**src/rtl/rv_pkg.sv**
```systemverilog
package rv_pkg;

  localparam int xlen       = 32;
  localparam int reg_addr_w = 5;

  localparam logic [xlen-1:0] reset_pc    = 32'h0000_0000;
  localparam logic [xlen-1:0] ebreak_inst = 32'h0010_0073;

  // decode maps every rv32i instruction onto one of these execute opcodes
  typedef enum logic [3:0] {
    op_add,
    op_sub,
    op_and,
    op_or,
    op_xor,
    op_slt,
    op_sltu,
    op_sll,
    op_srl,
    op_sra,
    op_load,
    op_store,
    op_halt
  } op_e;

  // rv32i major opcodes in inst[6:0]
  typedef enum logic [6:0] {
    opc_lui    = 7'b0110111,
    opc_auipc  = 7'b0010111,
    opc_jal    = 7'b1101111,
    opc_jalr   = 7'b1100111,
    opc_branch = 7'b1100011,
    opc_load   = 7'b0000011,
    opc_store  = 7'b0100011,
    opc_op_imm = 7'b0010011,
    opc_op     = 7'b0110011,
    opc_system = 7'b1110011
  } rv_opc_e;

  typedef struct packed {
    logic [xlen-1:0] pc;
    logic [xlen-1:0] inst;
  } fetch_t;

  typedef struct packed {
    logic [xlen-1:0]       pc;
    op_e                   op;
    logic [xlen-1:0]       val_a;
    logic [xlen-1:0]       val_b;
    logic [xlen-1:0]       val_c;  // store data
    logic [reg_addr_w-1:0] rd;
  } decode_t;

  typedef struct packed {
    logic [xlen-1:0]       pc;
    logic [reg_addr_w-1:0] rd;     // zero for stores, branches and halt
    logic [xlen-1:0]       wdata;
    logic                  halt;
  } exec_t;

endpackage

```
**src/rtl/gpr.sv**
```systemverilog
module gpr import rv_pkg::*; (
  input  logic                  clock,
  input  logic                  rst_n,
  input  logic [reg_addr_w-1:0] raddr1,
  input  logic [reg_addr_w-1:0] raddr2,
  output logic [xlen-1:0]       rdata1,
  output logic [xlen-1:0]       rdata2,
  input  logic                  wen,
  input  logic [reg_addr_w-1:0] waddr,
  input  logic [xlen-1:0]       wdata
);

  logic [xlen-1:0] regs [2**reg_addr_w];

  always_ff @(posedge clock or negedge rst_n) begin
    if (!rst_n) begin
      for (int i = 0; i < 2**reg_addr_w; i++) begin
        regs[i] <= '0;
      end
    end else if (wen && waddr != '0) begin  // x0 stays zero
      regs[waddr] <= wdata;
    end
  end

  assign rdata1 = regs[raddr1];
  assign rdata2 = regs[raddr2];

endmodule

```
**src/rtl/ifu.sv**
```systemverilog
module ifu import rv_pkg::*; (
  input  logic            clock,
  input  logic            rst_n,
  output logic            imem_req,
  output logic [xlen-1:0] imem_addr,
  input  logic            imem_rvalid,
  input  logic [xlen-1:0] imem_rdata,
  input  logic            jump_flush,
  input  logic [xlen-1:0] jump_dnpc,
  input  logic            stop,
  output logic            out_valid,
  input  logic            out_ready,
  output fetch_t          out
);

  logic [xlen-1:0] pc;       // address of the word being or to be fetched
  logic            run;      // first fetch goes out one cycle after reset
  logic            pending;  // one fetch outstanding
  logic            drop;     // outstanding response belongs to a flushed path
  logic            issue;
  logic            resp_ok;

  assign issue     = run && !stop && !jump_flush && !pending && (!out_valid || out_ready);
  assign imem_req  = issue;
  assign imem_addr = pc;
  assign resp_ok   = imem_rvalid && !drop && !jump_flush;

  always_ff @(posedge clock or negedge rst_n) begin
    if (!rst_n) begin
      pc        <= reset_pc;
      run       <= 1'b0;
      pending   <= 1'b0;
      drop      <= 1'b0;
      out_valid <= 1'b0;
    end else begin
      run <= 1'b1;
      if (issue) begin
        pending <= 1'b1;
      end else if (imem_rvalid) begin
        pending <= 1'b0;
      end
      if (jump_flush) begin
        drop <= pending && !imem_rvalid;  // response still to come
      end else if (imem_rvalid) begin
        drop <= 1'b0;
      end
      if (jump_flush) begin
        pc <= jump_dnpc;
      end else if (resp_ok) begin
        pc <= pc + 32'd4;
      end
      if (jump_flush) begin
        out_valid <= 1'b0;
      end else if (resp_ok) begin
        out_valid <= 1'b1;
      end else if (out_ready) begin
        out_valid <= 1'b0;
      end
    end
  end

  always_ff @(posedge clock) begin
    if (resp_ok) begin
      out.pc   <= pc;
      out.inst <= imem_rdata;
    end
  end

endmodule

```
**src/rtl/idu.sv**
```systemverilog
module idu import rv_pkg::*; (
  input  logic                  clock,
  input  logic                  rst_n,
  input  logic                  in_valid,
  output logic                  in_ready,
  input  fetch_t                in,
  output logic [reg_addr_w-1:0] rs1,
  output logic [reg_addr_w-1:0] rs2,
  input  logic [xlen-1:0]       src1,
  input  logic [xlen-1:0]       src2,
  input  logic [reg_addr_w-1:0] ex_rd,
  input  logic [reg_addr_w-1:0] wb_rd,
  output logic                  jump_flush,
  output logic [xlen-1:0]       jump_dnpc,
  output logic                  stop,
  output logic                  out_valid,
  input  logic                  out_ready,
  output decode_t               out
);

  logic [xlen-1:0]       inst;
  logic [reg_addr_w-1:0] rd;
  logic [2:0]            funct3;
  logic [xlen-1:0]       imm_i, imm_s, imm_b, imm_u, imm_j;
  logic [xlen-1:0]       jalr_sum;
  logic                  use1, use2;
  logic                  br_taken;
  logic                  redirect;
  logic [xlen-1:0]       target;
  logic                  is_halt;
  logic                  hazard;
  logic                  accept;
  decode_t               dec;

  function automatic op_e alu_op(input logic [2:0] f3, input logic alt, input logic is_reg);
    case (f3)
      3'b000:  alu_op = (alt && is_reg) ? op_sub : op_add;
      3'b001:  alu_op = op_sll;
      3'b010:  alu_op = op_slt;
      3'b011:  alu_op = op_sltu;
      3'b100:  alu_op = op_xor;
      3'b101:  alu_op = alt ? op_sra : op_srl;
      3'b110:  alu_op = op_or;
      default: alu_op = op_and;
    endcase
  endfunction

  function automatic logic clash(input logic [reg_addr_w-1:0] rs,
                                 input logic [reg_addr_w-1:0] busy_rd);
    clash = (busy_rd != '0) && (rs == busy_rd);
  endfunction

  assign inst   = in.inst;
  assign rd     = inst[11:7];
  assign funct3 = inst[14:12];
  assign rs1    = inst[19:15];
  assign rs2    = inst[24:20];

  assign imm_i = {{20{inst[31]}}, inst[31:20]};
  assign imm_s = {{20{inst[31]}}, inst[31:25], inst[11:7]};
  assign imm_b = {{19{inst[31]}}, inst[31], inst[7], inst[30:25], inst[11:8], 1'b0};
  assign imm_u = {inst[31:12], 12'b0};
  assign imm_j = {{11{inst[31]}}, inst[31], inst[19:12], inst[20], inst[30:21], 1'b0};

  assign jalr_sum = src1 + imm_i;

  always_comb begin
    case (funct3)
      3'b000:  br_taken = src1 == src2;
      3'b001:  br_taken = src1 != src2;
      3'b100:  br_taken = $signed(src1) < $signed(src2);
      3'b101:  br_taken = $signed(src1) >= $signed(src2);
      3'b110:  br_taken = src1 < src2;
      3'b111:  br_taken = src1 >= src2;
      default: br_taken = 1'b0;
    endcase
  end

  always_comb begin
    dec       = '0;
    dec.pc    = in.pc;
    dec.op    = op_add;
    dec.rd    = rd;
    use1      = 1'b0;
    use2      = 1'b0;
    redirect  = 1'b0;
    target    = in.pc + imm_b;
    is_halt   = 1'b0;
    case (inst[6:0])
      opc_lui: begin
        dec.val_b = imm_u;
      end
      opc_auipc: begin
        dec.val_a = in.pc;
        dec.val_b = imm_u;
      end
      opc_jal: begin
        dec.val_a = in.pc;
        dec.val_b = 32'd4;  // link value
        redirect  = 1'b1;
        target    = in.pc + imm_j;
      end
      opc_jalr: begin
        use1      = 1'b1;
        dec.val_a = in.pc;
        dec.val_b = 32'd4;
        redirect  = 1'b1;
        target    = {jalr_sum[xlen-1:1], 1'b0};
      end
      opc_branch: begin
        use1      = 1'b1;
        use2      = 1'b1;
        dec.val_a = in.pc;
        dec.val_b = 32'd4;
        dec.rd    = '0;
        redirect  = br_taken;
      end
      opc_load: begin
        use1      = funct3 == 3'b010;
        dec.op    = (funct3 == 3'b010) ? op_load : op_add;
        dec.val_a = src1;
        dec.val_b = imm_i;
        if (funct3 != 3'b010) begin
          dec = '{pc: in.pc, op: op_add, default: '0};  // only lw is kept
        end
      end
      opc_store: begin
        use1      = 1'b1;
        use2      = 1'b1;
        dec.op    = (funct3 == 3'b010) ? op_store : op_add;
        dec.val_a = src1;
        dec.val_b = imm_s;
        dec.val_c = src2;
        dec.rd    = '0;
      end
      opc_op_imm: begin
        use1      = 1'b1;
        dec.op    = alu_op(funct3, inst[30], 1'b0);
        dec.val_a = src1;
        dec.val_b = imm_i;  // shifts only look at the low 5 bits
      end
      opc_op: begin
        use1      = 1'b1;
        use2      = 1'b1;
        dec.op    = alu_op(funct3, inst[30], 1'b1);
        dec.val_a = src1;
        dec.val_b = src2;
      end
      opc_system: begin
        dec.rd = '0;
        if (inst == ebreak_inst) begin
          dec.op  = op_halt;
          is_halt = 1'b1;
        end
      end
      default: begin
        dec.rd = '0;  // undefined encoding decodes as a no-op
      end
    endcase
  end

  // sources must not be pending in our output register, exu or wbu
  assign hazard = (use1 && (clash(rs1, ex_rd) || clash(rs1, wb_rd) ||
                            (out_valid && clash(rs1, out.rd)))) ||
                  (use2 && (clash(rs2, ex_rd) || clash(rs2, wb_rd) ||
                            (out_valid && clash(rs2, out.rd))));

  assign in_ready = !stop && !jump_flush && !hazard && (!out_valid || out_ready);
  assign accept   = in_valid && in_ready;

  always_ff @(posedge clock or negedge rst_n) begin
    if (!rst_n) begin
      out_valid  <= 1'b0;
      jump_flush <= 1'b0;
      stop       <= 1'b0;
    end else begin
      if (accept) begin
        out_valid <= 1'b1;
      end else if (out_ready) begin
        out_valid <= 1'b0;
      end
      jump_flush <= accept && redirect;
      if (accept && is_halt) begin
        stop <= 1'b1;
      end
    end
  end

  always_ff @(posedge clock) begin
    if (accept) begin
      out <= dec;
    end
    if (accept && redirect) begin
      jump_dnpc <= target;
    end
  end

endmodule

```
**src/rtl/exu.sv**
```systemverilog
module exu import rv_pkg::*; (
  input  logic                  clock,
  input  logic                  rst_n,
  input  logic                  in_valid,
  output logic                  in_ready,
  input  decode_t               in,
  output logic [reg_addr_w-1:0] ex_rd,
  output logic                  dmem_req,
  output logic                  dmem_we,
  output logic [xlen-1:0]       dmem_addr,
  output logic [xlen-1:0]       dmem_wdata,
  input  logic                  dmem_rvalid,
  input  logic [xlen-1:0]       dmem_rdata,
  output logic                  out_valid,
  input  logic                  out_ready,
  output exec_t                 out
);

  typedef enum logic {
    idle,
    wait_load
  } state_e;

  state_e                state;
  logic                  accept;
  logic                  is_load;
  logic                  is_store;
  logic                  load_done;
  logic [xlen-1:0]       sum;
  logic [xlen-1:0]       alu;
  logic [xlen-1:0]       ld_pc;
  logic [reg_addr_w-1:0] ld_rd;

  assign sum = in.val_a + in.val_b;

  always_comb begin
    case (in.op)
      op_sub:  alu = in.val_a - in.val_b;
      op_and:  alu = in.val_a & in.val_b;
      op_or:   alu = in.val_a | in.val_b;
      op_xor:  alu = in.val_a ^ in.val_b;
      op_slt:  alu = {{(xlen-1){1'b0}}, $signed(in.val_a) < $signed(in.val_b)};
      op_sltu: alu = {{(xlen-1){1'b0}}, in.val_a < in.val_b};
      op_sll:  alu = in.val_a << in.val_b[4:0];
      op_srl:  alu = in.val_a >> in.val_b[4:0];
      op_sra:  alu = $signed(in.val_a) >>> in.val_b[4:0];
      default: alu = sum;  // add and the load or store address
    endcase
  end

  assign in_ready  = (state == idle) && (!out_valid || out_ready);
  assign accept    = in_valid && in_ready;
  assign is_load   = in.op == op_load;
  assign is_store  = in.op == op_store;
  assign load_done = (state == wait_load) && dmem_rvalid;

  assign dmem_req   = accept && (is_load || is_store);
  assign dmem_we    = is_store;
  assign dmem_addr  = sum;
  assign dmem_wdata = in.val_c;

  assign ex_rd = (state == wait_load) ? ld_rd : (out_valid ? out.rd : '0);

  always_ff @(posedge clock or negedge rst_n) begin
    if (!rst_n) begin
      state     <= idle;
      out_valid <= 1'b0;
    end else begin
      case (state)
        idle:      if (accept && is_load) state <= wait_load;
        wait_load: if (dmem_rvalid) state <= idle;
        default:   state <= idle;
      endcase
      if ((accept && !is_load) || load_done) begin
        out_valid <= 1'b1;
      end else if (out_ready) begin
        out_valid <= 1'b0;
      end
    end
  end

  always_ff @(posedge clock) begin
    if (accept && is_load) begin
      ld_pc <= in.pc;
      ld_rd <= in.rd;
    end
    if (load_done) begin
      out.pc    <= ld_pc;
      out.rd    <= ld_rd;
      out.wdata <= (ld_rd == '0) ? '0 : dmem_rdata;
      out.halt  <= 1'b0;
    end else if (accept && !is_load) begin
      out.pc    <= in.pc;
      out.rd    <= in.rd;
      out.wdata <= (in.rd == '0) ? '0 : alu;  // retire reports what rd receives
      out.halt  <= in.op == op_halt;
    end
  end

endmodule

```
**src/rtl/wbu.sv**
```systemverilog
module wbu import rv_pkg::*; (
  input  logic                  clock,
  input  logic                  rst_n,
  input  logic                  in_valid,
  input  exec_t                 in,
  output logic [reg_addr_w-1:0] wb_rd,
  output logic                  gpr_wen,
  output logic [reg_addr_w-1:0] gpr_waddr,
  output logic [xlen-1:0]       gpr_wdata,
  output logic                  retire_valid,
  output logic [xlen-1:0]       retire_pc,
  output logic [reg_addr_w-1:0] retire_rd,
  output logic [xlen-1:0]       retire_wdata,
  output logic                  halt
);

  logic  valid;
  exec_t item;

  always_ff @(posedge clock or negedge rst_n) begin
    if (!rst_n) begin
      valid <= 1'b0;
      halt  <= 1'b0;
    end else begin
      valid <= in_valid;
      if (in_valid && in.halt) begin
        halt <= 1'b1;  // sticky and high together with the ebreak retire
      end
    end
  end

  always_ff @(posedge clock) begin
    if (in_valid) begin
      item <= in;
    end
  end

  assign wb_rd     = valid ? item.rd : '0;
  assign gpr_wen   = valid && (item.rd != '0);
  assign gpr_waddr = item.rd;
  assign gpr_wdata = item.wdata;

  assign retire_valid = valid;
  assign retire_pc    = item.pc;
  assign retire_rd    = item.rd;
  assign retire_wdata = item.wdata;

endmodule

```
**src/rtl/rv_core.sv**
```systemverilog
module rv_core import rv_pkg::*; (
  input  logic                  clock,
  input  logic                  rst_n,
  output logic                  imem_req,
  output logic [xlen-1:0]       imem_addr,
  input  logic                  imem_rvalid,
  input  logic [xlen-1:0]       imem_rdata,
  output logic                  dmem_req,
  output logic                  dmem_we,
  output logic [xlen-1:0]       dmem_addr,
  output logic [xlen-1:0]       dmem_wdata,
  input  logic                  dmem_rvalid,
  input  logic [xlen-1:0]       dmem_rdata,
  output logic                  retire_valid,
  output logic [xlen-1:0]       retire_pc,
  output logic [reg_addr_w-1:0] retire_rd,
  output logic [xlen-1:0]       retire_wdata,
  output logic                  halt
);

  logic [reg_addr_w-1:0] gpr_raddr1, gpr_raddr2;
  logic [xlen-1:0]       gpr_rdata1, gpr_rdata2;
  logic                  gpr_wen;
  logic [reg_addr_w-1:0] gpr_waddr;
  logic [xlen-1:0]       gpr_wdata;

  logic                  jump_flush;
  logic [xlen-1:0]       jump_dnpc;
  logic                  stop;
  logic [reg_addr_w-1:0] ex_rd, wb_rd;

  logic    ifu_out_valid, idu_in_ready;
  fetch_t  ifu_out;
  logic    idu_out_valid, exu_in_ready;
  decode_t idu_out;
  logic    exu_out_valid;
  exec_t   exu_out;

  gpr i_gpr (
    .clock(clock), .rst_n(rst_n),
    .raddr1(gpr_raddr1), .raddr2(gpr_raddr2),
    .rdata1(gpr_rdata1), .rdata2(gpr_rdata2),
    .wen(gpr_wen), .waddr(gpr_waddr), .wdata(gpr_wdata)
  );

  ifu i_ifu (
    .clock(clock), .rst_n(rst_n),
    .imem_req(imem_req), .imem_addr(imem_addr),
    .imem_rvalid(imem_rvalid), .imem_rdata(imem_rdata),
    .jump_flush(jump_flush), .jump_dnpc(jump_dnpc), .stop(stop),
    .out_valid(ifu_out_valid), .out_ready(idu_in_ready), .out(ifu_out)
  );

  idu i_idu (
    .clock(clock), .rst_n(rst_n),
    .in_valid(ifu_out_valid), .in_ready(idu_in_ready), .in(ifu_out),
    .rs1(gpr_raddr1), .rs2(gpr_raddr2), .src1(gpr_rdata1), .src2(gpr_rdata2),
    .ex_rd(ex_rd), .wb_rd(wb_rd),
    .jump_flush(jump_flush), .jump_dnpc(jump_dnpc), .stop(stop),
    .out_valid(idu_out_valid), .out_ready(exu_in_ready), .out(idu_out)
  );

  exu i_exu (
    .clock(clock), .rst_n(rst_n),
    .in_valid(idu_out_valid), .in_ready(exu_in_ready), .in(idu_out),
    .ex_rd(ex_rd),
    .dmem_req(dmem_req), .dmem_we(dmem_we),
    .dmem_addr(dmem_addr), .dmem_wdata(dmem_wdata),
    .dmem_rvalid(dmem_rvalid), .dmem_rdata(dmem_rdata),
    .out_valid(exu_out_valid), .out_ready(1'b1), .out(exu_out)  // wbu never stalls
  );

  wbu i_wbu (
    .clock(clock), .rst_n(rst_n),
    .in_valid(exu_out_valid), .in(exu_out),
    .wb_rd(wb_rd),
    .gpr_wen(gpr_wen), .gpr_waddr(gpr_waddr), .gpr_wdata(gpr_wdata),
    .retire_valid(retire_valid), .retire_pc(retire_pc),
    .retire_rd(retire_rd), .retire_wdata(retire_wdata),
    .halt(halt)
  );

endmodule

```
**config.mk**
```make
export PLATFORM = sky130hd
export DESIGN_NAME = rv_core
export DESIGN_NICKNAME = d
export VERILOG_FILES = /design/src/rtl/rv_pkg.sv /design/src/rtl/gpr.sv /design/src/rtl/ifu.sv /design/src/rtl/idu.sv /design/src/rtl/exu.sv /design/src/rtl/wbu.sv /design/src/rtl/rv_core.sv
export SDC_FILE = /design/constraint.sdc
export NUM_CORES = 2
export LEC_CHECK = 0
export ABC_AREA = 0
export BUFFER_PORTS_ARGS = -buffer_cell sky130_fd_sc_hd__buf_2
export CORE_MARGIN = 8
export CORE_UTILIZATION = 55
export CTS_CLUSTER_DIAMETER = 100
export DETAILED_ROUTE_END_ITERATION = 8
export PLACE_DENSITY = 0.85
export RECOVER_POWER = 100
export SLEW_MARGIN = 40
export SYNTH_ARGS = -nofsm -noshare
export SYNTH_HDL_FRONTEND = slang
export SYNTH_SLANG_ARGS = --single-unit
```
**constraint.sdc**
```tcl
create_clock -name clock -period 7.1 [get_ports clock]
set_clock_uncertainty 0.05 [all_clocks]
set_input_delay 0.71 -clock clock [delete_from_list [all_inputs] [get_ports clock]]
set_output_delay 0.71 -clock clock [all_outputs]
set_load 0.01 [all_outputs]
```
# Yosys cells after proc, flatten, opt, wreduce, memory -nomap -nowiden
# Cells that the tools add are included.
[totals]
in_bits = 68
word_cells = 249
reg_bits = 1476
[classes]
n_addsub = 6
bitwise = 7
n_reduce_logical = 70
magnitude_cmp = 10
n_shift = 3
n_mux = 51
n_eq_ne = 40
[ops]
columns = ["operator", "count"]
rows = [
  ["bitwise mux 1024 bit", 1],
  ["binary-select mux 32 bit (select 5 bit)", 2],
  ["2-to-1 mux 32 bit", 9],
  ["one-hot mux 32 bit (9 select lines)", 1],
  ["one-hot mux 32 bit (6 select lines)", 1],
  ["demux 32 bit (select 5 bit)", 1],
  ["2-to-1 mux 70 bit", 2],
  ["adder 32 bit", 4],
  ["< comparator 32 bit", 4],
  ["one-hot mux 32 bit (2 select lines)", 2],
  ["2-to-1 mux 105 bit", 1],
  ["one-hot mux 32 bit (3 select lines)", 1],
  [">= comparator 32 bit", 2],
  ["one-hot mux 4 bit (7 select lines)", 2],
  ["adder 32 x 3 -> 32 bit, second input constant", 1],
  ["AND 32 bit", 1],
  ["equality test 32 x 21 -> 1 bit, second input constant", 1],
  ["equality test 32 bit", 1],
  ["logical AND 1 bit", 32],
  ["inequality test 32 bit", 1],
  ["bitwise OR 32 bit", 1],
  ["<< shifter 32 x 5 -> 32 bit", 1],
  ["right shift 32 x 5 -> 32 bit", 1],
  [">>> shifter 32 x 5 -> 32 bit", 1],
  ["other kinds (39)", 113],
]

# Depth between registers and ports, before layout
[depth]
depth_word = 14
depth_mapped = 21
depth_no_buf = 19

# Hierarchy
# From an unflattened synthesis, not the netlist that was laid out.
[unflattened]
hier_cells = 7649
hier_area_um2 = 87114.8
[modules_own_cells]
columns = ["module", "cells_per_inst", "seq_area_each_um2", "instances", "area_each_um2"]
rows = [
  ["gpr", 4601, 25624.6, 1, 55942.4],
  ["exu", 1571, 3253.1, 1, 13395.3],
  ["idu", 1062, 5149.9, 1, 11315.9],
  ["ifu", 298, 2822.7, 1, 4002.6],
  ["wbu", 116, 2122.0, 1, 2454.9],
  ["rv_core", 1, 0.0, 1, 3.8],
]

# Worst setup path after synthesis
# No wires, ideal clock.
[synth_timing]
kind = "flip-flop to flip-flop"
from = "register i_exu.out_valid"
to = "register i_idu.jump_dnpc[0], enable pin"
arrival_ns = 7.183
path_slack_ns = -0.524
stages_incl_launch_ff = 9
required_ns = 6.658
period_less_slack_ns = 7.624
cell_sequence = "dfrtp_1 > nor2b_1 > a22oi_1 > xor2_1 > nand4_1 > o21ai_0 > a221oi_1 > and2_1 > o21a_1"
[synth_between]
elab_chain_len = 13
word_cells_on_any_way = 19
cone_classes = "2 x eq/ne; 2 x mux; 15 x reduce/logical"
[synth_rtl]
columns = ["element", "line", "text"]
rows = [
  ["from (decl)", "exu.sv:14", "output logic out_valid,"],
  ["from (signal assigned)", "exu.sv:67", "out_valid <= 1'b0;"],
  ["from (signal assigned)", "exu.sv:75", "out_valid <= 1'b1;"],
  ["from (signal assigned)", "exu.sv:77", "out_valid <= 1'b0;"],
  ["2-to-1 mux 5 bit (*) (2 in series)", "exu.sv:62", "assign ex_rd = (state == wait_load) ? ld_rd : (out_valid ? out.rd : '0);"],
  ["equality test 5 bit / nonzero test 5 bit (equally long branches)", "idu.sv:50", "clash = (busy_rd != '0) && (rs == busy_rd);"],
  ["logical AND 1 bit", "idu.sv:50", ""],
  ["logical OR 1 bit (on tied branches) (2 in series)", "idu.sv:163, idu.sv:165", ""],
  ["logical AND 1 bit (on tied branches)", "idu.sv:163, idu.sv:165", ""],
  ["logical OR 1 bit (*)", "idu.sv:164", "(out_valid && clash(rs1, out.rd)))) ||"],
  ["logical NOT 1 bit (*)", "idu.sv:168", "assign in_ready = !stop && !jump_flush && !hazard && (!out_valid || out_ready);"],
  ["logical AND 1 bit (*) (2 in series)", "idu.sv:168", ""],
  ["logical AND 1 bit (*)", "idu.sv:169", "assign accept = in_valid && in_ready;"],
  ["named net i_idu.accept", "idu.sv:32", "logic accept;"],
  ["logical AND 1 bit (*)", "idu.sv:193", "if (accept && redirect) begin"],
  ["to (signal assigned)", "idu.sv:194", "jump_dnpc <= target;"],
  ["to (decl)", "idu.sv:14", "output logic [xlen-1:0] jump_dnpc,"],
]
# The timed path passes the listed nets; every way through them passes the cells marked *.
# A chain may end at the register's enable or synchronous reset.

# Worst setup path in the final report
[layout_timing]
from = "register, netlist name i_ifu.out[16]"
to = "register i_idu.out[5] (netlist name), enable pin"
[layout_between]
elab_chain_len = 10
word_cells_on_any_way = 15
cone_classes = "3 x eq/ne; 12 x reduce/logical"
[layout_rtl]
columns = ["element", "line", "text"]
rows = [
  ["equality test 5 bit", "idu.sv:50", ""],
  ["logical AND 1 bit", "idu.sv:50", ""],
  ["logical OR 1 bit / logical AND 1 bit (equally long branches)", "idu.sv:163, idu.sv:164", ""],
  ["logical OR 1 bit (*)", "idu.sv:163", "assign hazard = (use1 && (clash(rs1, ex_rd) || clash(rs1, wb_rd) ||"],
  ["logical AND 1 bit (*)", "idu.sv:163", ""],
  ["logical OR 1 bit (*)", "idu.sv:164", ""],
  ["logical NOT 1 bit (*)", "idu.sv:168", ""],
  ["logical AND 1 bit (*) (2 in series)", "idu.sv:168", ""],
  ["logical AND 1 bit (*)", "idu.sv:169", ""],
  ["named net i_idu.accept", "idu.sv:32", ""],
  ["to (signal assigned)", "idu.sv:191", "out <= dec;"],
  ["to (decl)", "idu.sv:18", "output decode_t out"],
]
# Marks and branches as above.

==> flow_summary.yaml <==
yosys:
  fraction_of_synthesis_flops_using_an_asynchronous_set_or_reset_pin_pct: 72.3
  synth_seq_area_share_pct: 47.1
  synth_edf_count: 408
  netlist.area_leader.share_pct: 32.3
  ys.warnings.count: 0
  netlist.top_cell.by_area: "dfrtp_1"
  syn_area_mm2: 0.0827
  ys_seq_elements: 1476
  synthesis.nets: 6382
  synthTopCellsByArea: "dfrtp_1 32%, mux4_2 18%, edfxtp_1 15%"
  synth_cell_type_count: 80
  synthesis.instances: 6120
  synthTopCellsByCount: "1067 x dfrtp_1, 1026 x mux2_2, 644 x mux4_2, 429 x clkbuf_1, 408 x edfxtp_1"
  yosysMostFrequentCell: "dfrtp_1"
  post_synth.cell_area_avg_um2: 13.5
  main_flop_type_after_synthesis: "dfrtp_1"
floorplan:
  floorplan.initialDensity_pct: 55.3
  die_width_um: 404
  die_height_um: 404
  design.portCount: 238
  fp.coreArea_mm2: 0.150
  floorplan.rows: 142
  die-area_mm2: 0.163
worst_setup_path:
  worst_r2r_startpoint: "i_ifu.out[16]"
  crit_path_required_time_ns: 7.46
  path_type_of_the_worst_setup_path: "register to register"
  endpoint_kind: "register"
  crit_chain: "clkbuf_1 -> buf_4 -> xnor2_1 -> nand3_1 -> nor4_1 -> a31oi_1 -> o21ai_0 -> a221oi_1 -> and2_0 -> buf_2"
  worstPathArrival_ns: 7.06
  critical-path-slowest-cell: "and2_0"
  reg2regPathDepth: 10
  endpoint: "i_idu.out[5]"
  critical_path_launch_point_type: "register"
  worstPathMaxFanout: 61
  timing.reg2reg.setup_slack_ns: 0.40
  timing.critical_path.slowest_cell_delay_ns: 1.37
  worstReg2RegEnd: "i_idu.out[5]"
  timing.critical_path.from: "i_ifu.out[16]"
global_routing:
  grt_pass1_wl_um: 408000
  overflow: 0
  initial_antenna_violation_count: 8
  grt_pass1_vias: 59200
  maximum_number_of_pins_on_one_net_before_global_route_repair: 162
  grt_usage_pct: 33.7
place:
  routabilityCongestion: 1.07
  dp_hpwl_um: 191000
  io_buffers: 237
power_and_ir_drop:
  vdd_ir_drop_max_mv: 0.203
  totalPowerFinal_uw: 32400
  power.leakage_uw: 0.0379
  power.density_mw_per_mm2: 356
min_path:
  min_path_cells: 1
  timing.hold.worst.class: "primary input to register"
finish:
  post_route_cells_drive_above_1_share_pct: 33.6
  finish.net_count: 6422
  postLayoutCoreUtil_pct: 60.8
  fillCellCount: 11000
  area.growth.synth_to_final_pct: 9.95
timing:
  finalHoldViolations: 0
  finalCritPeriodShare_pct: 94.4
  fmax_mhz: 149
  max-slew-margin-rel_pct: -214
  finalCriticalPeriod_ns: 6.70
  final_max_slew_viol_count: 1910
  setup_tns_ns: 0
  report.final.setup_viol: 0
  worst_pin_slew_ns: 4.72
  rsz0062_at_grt: "no"
routing:
  vias: 58000
  via_per_inst: 6.98
  ant_nets: 0
  drt_pre_antenna_iters: 6
  wl_per_cell_um: 33.6
  route.detailed.drc: 0
  detailedRoute.firstIterationViolations: 7110
  finalWirelength_um: 279000
run_status:
  violations: "capacitance limit, slew limit"
  result_of_the_run: "finished, violations left"
clock_network:
  tritoncts: "yes"
  h-tree-depth: 4
  clock_sink_count: 1476
  cts-buffers-inserted: 151
  clockBufferDepth: 3
  post_cts.repair.setup_buffers: 0
  cts_root_buffer: "clkbuf_16"
  worst_skew_pair.late_latency_ns: 0.82
  worst_setup_hold_path_clk_slew_ns: 0.06
job:
  max-cap-violations: 62
## registers in the layout, summed over array words and instances (netlist names), 64 cells and up
signal	cells
i_gpr.regs	1024
i_idu.out	137
i_ifu.out	64
i_exu.out	70
## worst max-delay path: cells and delay by family, from the launching register on
family / cells / cell delay, ns
AND/OR/NAND/NOR: 3 / 1.55
flip-flops: 1 / 0.81
buffers and inverters: 3 / 2.54
AO/OA/AOI/OAI: 3 / 1.15
XOR/XNOR: 1 / 0.16
## power by group
| group | total (µW) | internal (µW) | switching (µW) | leakage (µW) |
|---|---|---|---|---|
| logic | 10400 | 5480 | 4900 | 0.0175 |
| registers | 13900 | 11500 | 2410 | 0.0179 |
| clock network | 8080 | 4610 | 3470 | 0.00245 |
## cells in the final DEF, fill, tap and decap left out, types with 30 or more instances in the layout
cell type / Yosys / layout
dfrtp_1: 1067 / 1066
mux2_2: 1026 / 998
mux4_2: 644 / 644
edfxtp_1: 408 / 408
o21ai_0: 291 / 292
clkbuf_1: 429 / 289
nor2_1: 271 / 269
nand2_1: 268 / 268
a21oi_1: 246 / 244
ha_1: 190 / 190
clkbuf_16: 0 / 154
inv_1: 128 / 127
mux2i_1: 120 / 120
xnor2_1: 90 / 90
a22o_1: 75 / 75
buf_4: 32 / 75
a21o_1: 71 / 71
buf_2: 6 / 63
xor2_1: 61 / 61
nand3_1: 43 / 43
nor3_1: 47 / 43
a211oi_1: 39 / 39
o211ai_1: 36 / 36
nand2b_1: 33 / 32
a22oi_1: 31 / 31
nand4_1: 30 / 30
## routing by layer
layer / GRT usage, % / part of all wire, % / vias to the layer above
li1: - / - / 23400
met1: 42.2 / 35 / 29500
met2: 51.4 / 45 / 4004
met3: 9.41 / 12 / 1042
met4: 23.0 / 8.6 / 2
met5: 0 / 0.0047 / -
## worst min-delay path by stage
| stage | from | end | slack [ns] |
|---|---|---|---|
| finish | imem_rdata[30] | i_ifu.out[30] | 0.03 |
| global route | imem_rdata[30] | i_ifu.out[30] | 0.007 |
| CTS | imem_rdata[30] | i_ifu.out[30] | 0.002 |
| detailed placement | i_gpr.regs[1017] | i_gpr.regs[1017] | 0.33 |
| global placement | i_gpr.regs[1005] | i_gpr.regs[1005] | 0.33 |
| floorplan | i_exu.out[1] | i_wbu.gpr_wdata[0] | 0.35 |
## timing repair
| item | CTS | global route |
|---|---|---|
| resized for setup | 0 | 0 |
| hold buffers | 5 | 0 |
| hold endpoints to repair | 89 | 0 |
## cell families after synthesis
group / count (synthesis) / share of synthesized area (%)
other cells: 1 / 0.00453
simple gates: 835 / 4.61
xor+xnor: 151 / 1.60
compound gates: 962 / 7.37
mux: 1790 / 32.9
buf+inv: 711 / 3.39
fa+ha+maj: 194 / 2.97
flops: 1476 / 47.1
## cell type report
type | count | area, µm² | share of cell area (%)
antenna | 7 | 17.5 | 0.0193
timing repair buffer | 469 | 2950 | 3.24
tap | 2016 | 2520 | 2.77
clock buffer | 212 | 4330 | 4.76
inverter | 129 | 484 | 0.532
clock inverter | 57 | 648 | 0.712
sequential | 1476 | 39000 | 42.8
multi-input combinational | 3933 | 41000 | 45.1
## metrics by stage
| stage | instances | worst slack, ns | hold slack, ns | instance area [µm²] |
|---|---|---|---|---|
| final | 8299 | 0.397 | 0.0299 | 91000 |
| after global routing | 8294 | 0.291 | 0.00715 | 91000 |
| after global placement | 7964 | 0.780 | 0.327 | 86000 |
| after CTS | 8289 | 0.705 | 0.00155 | 91800 |
| after detailed placement | 8015 | 0.999 | 0.334 | 86700 |
| after floorplan | 6120 | 0.754 | 0.350 | 82700 |
Note: power is estimated with default switching activity, not from simulation.
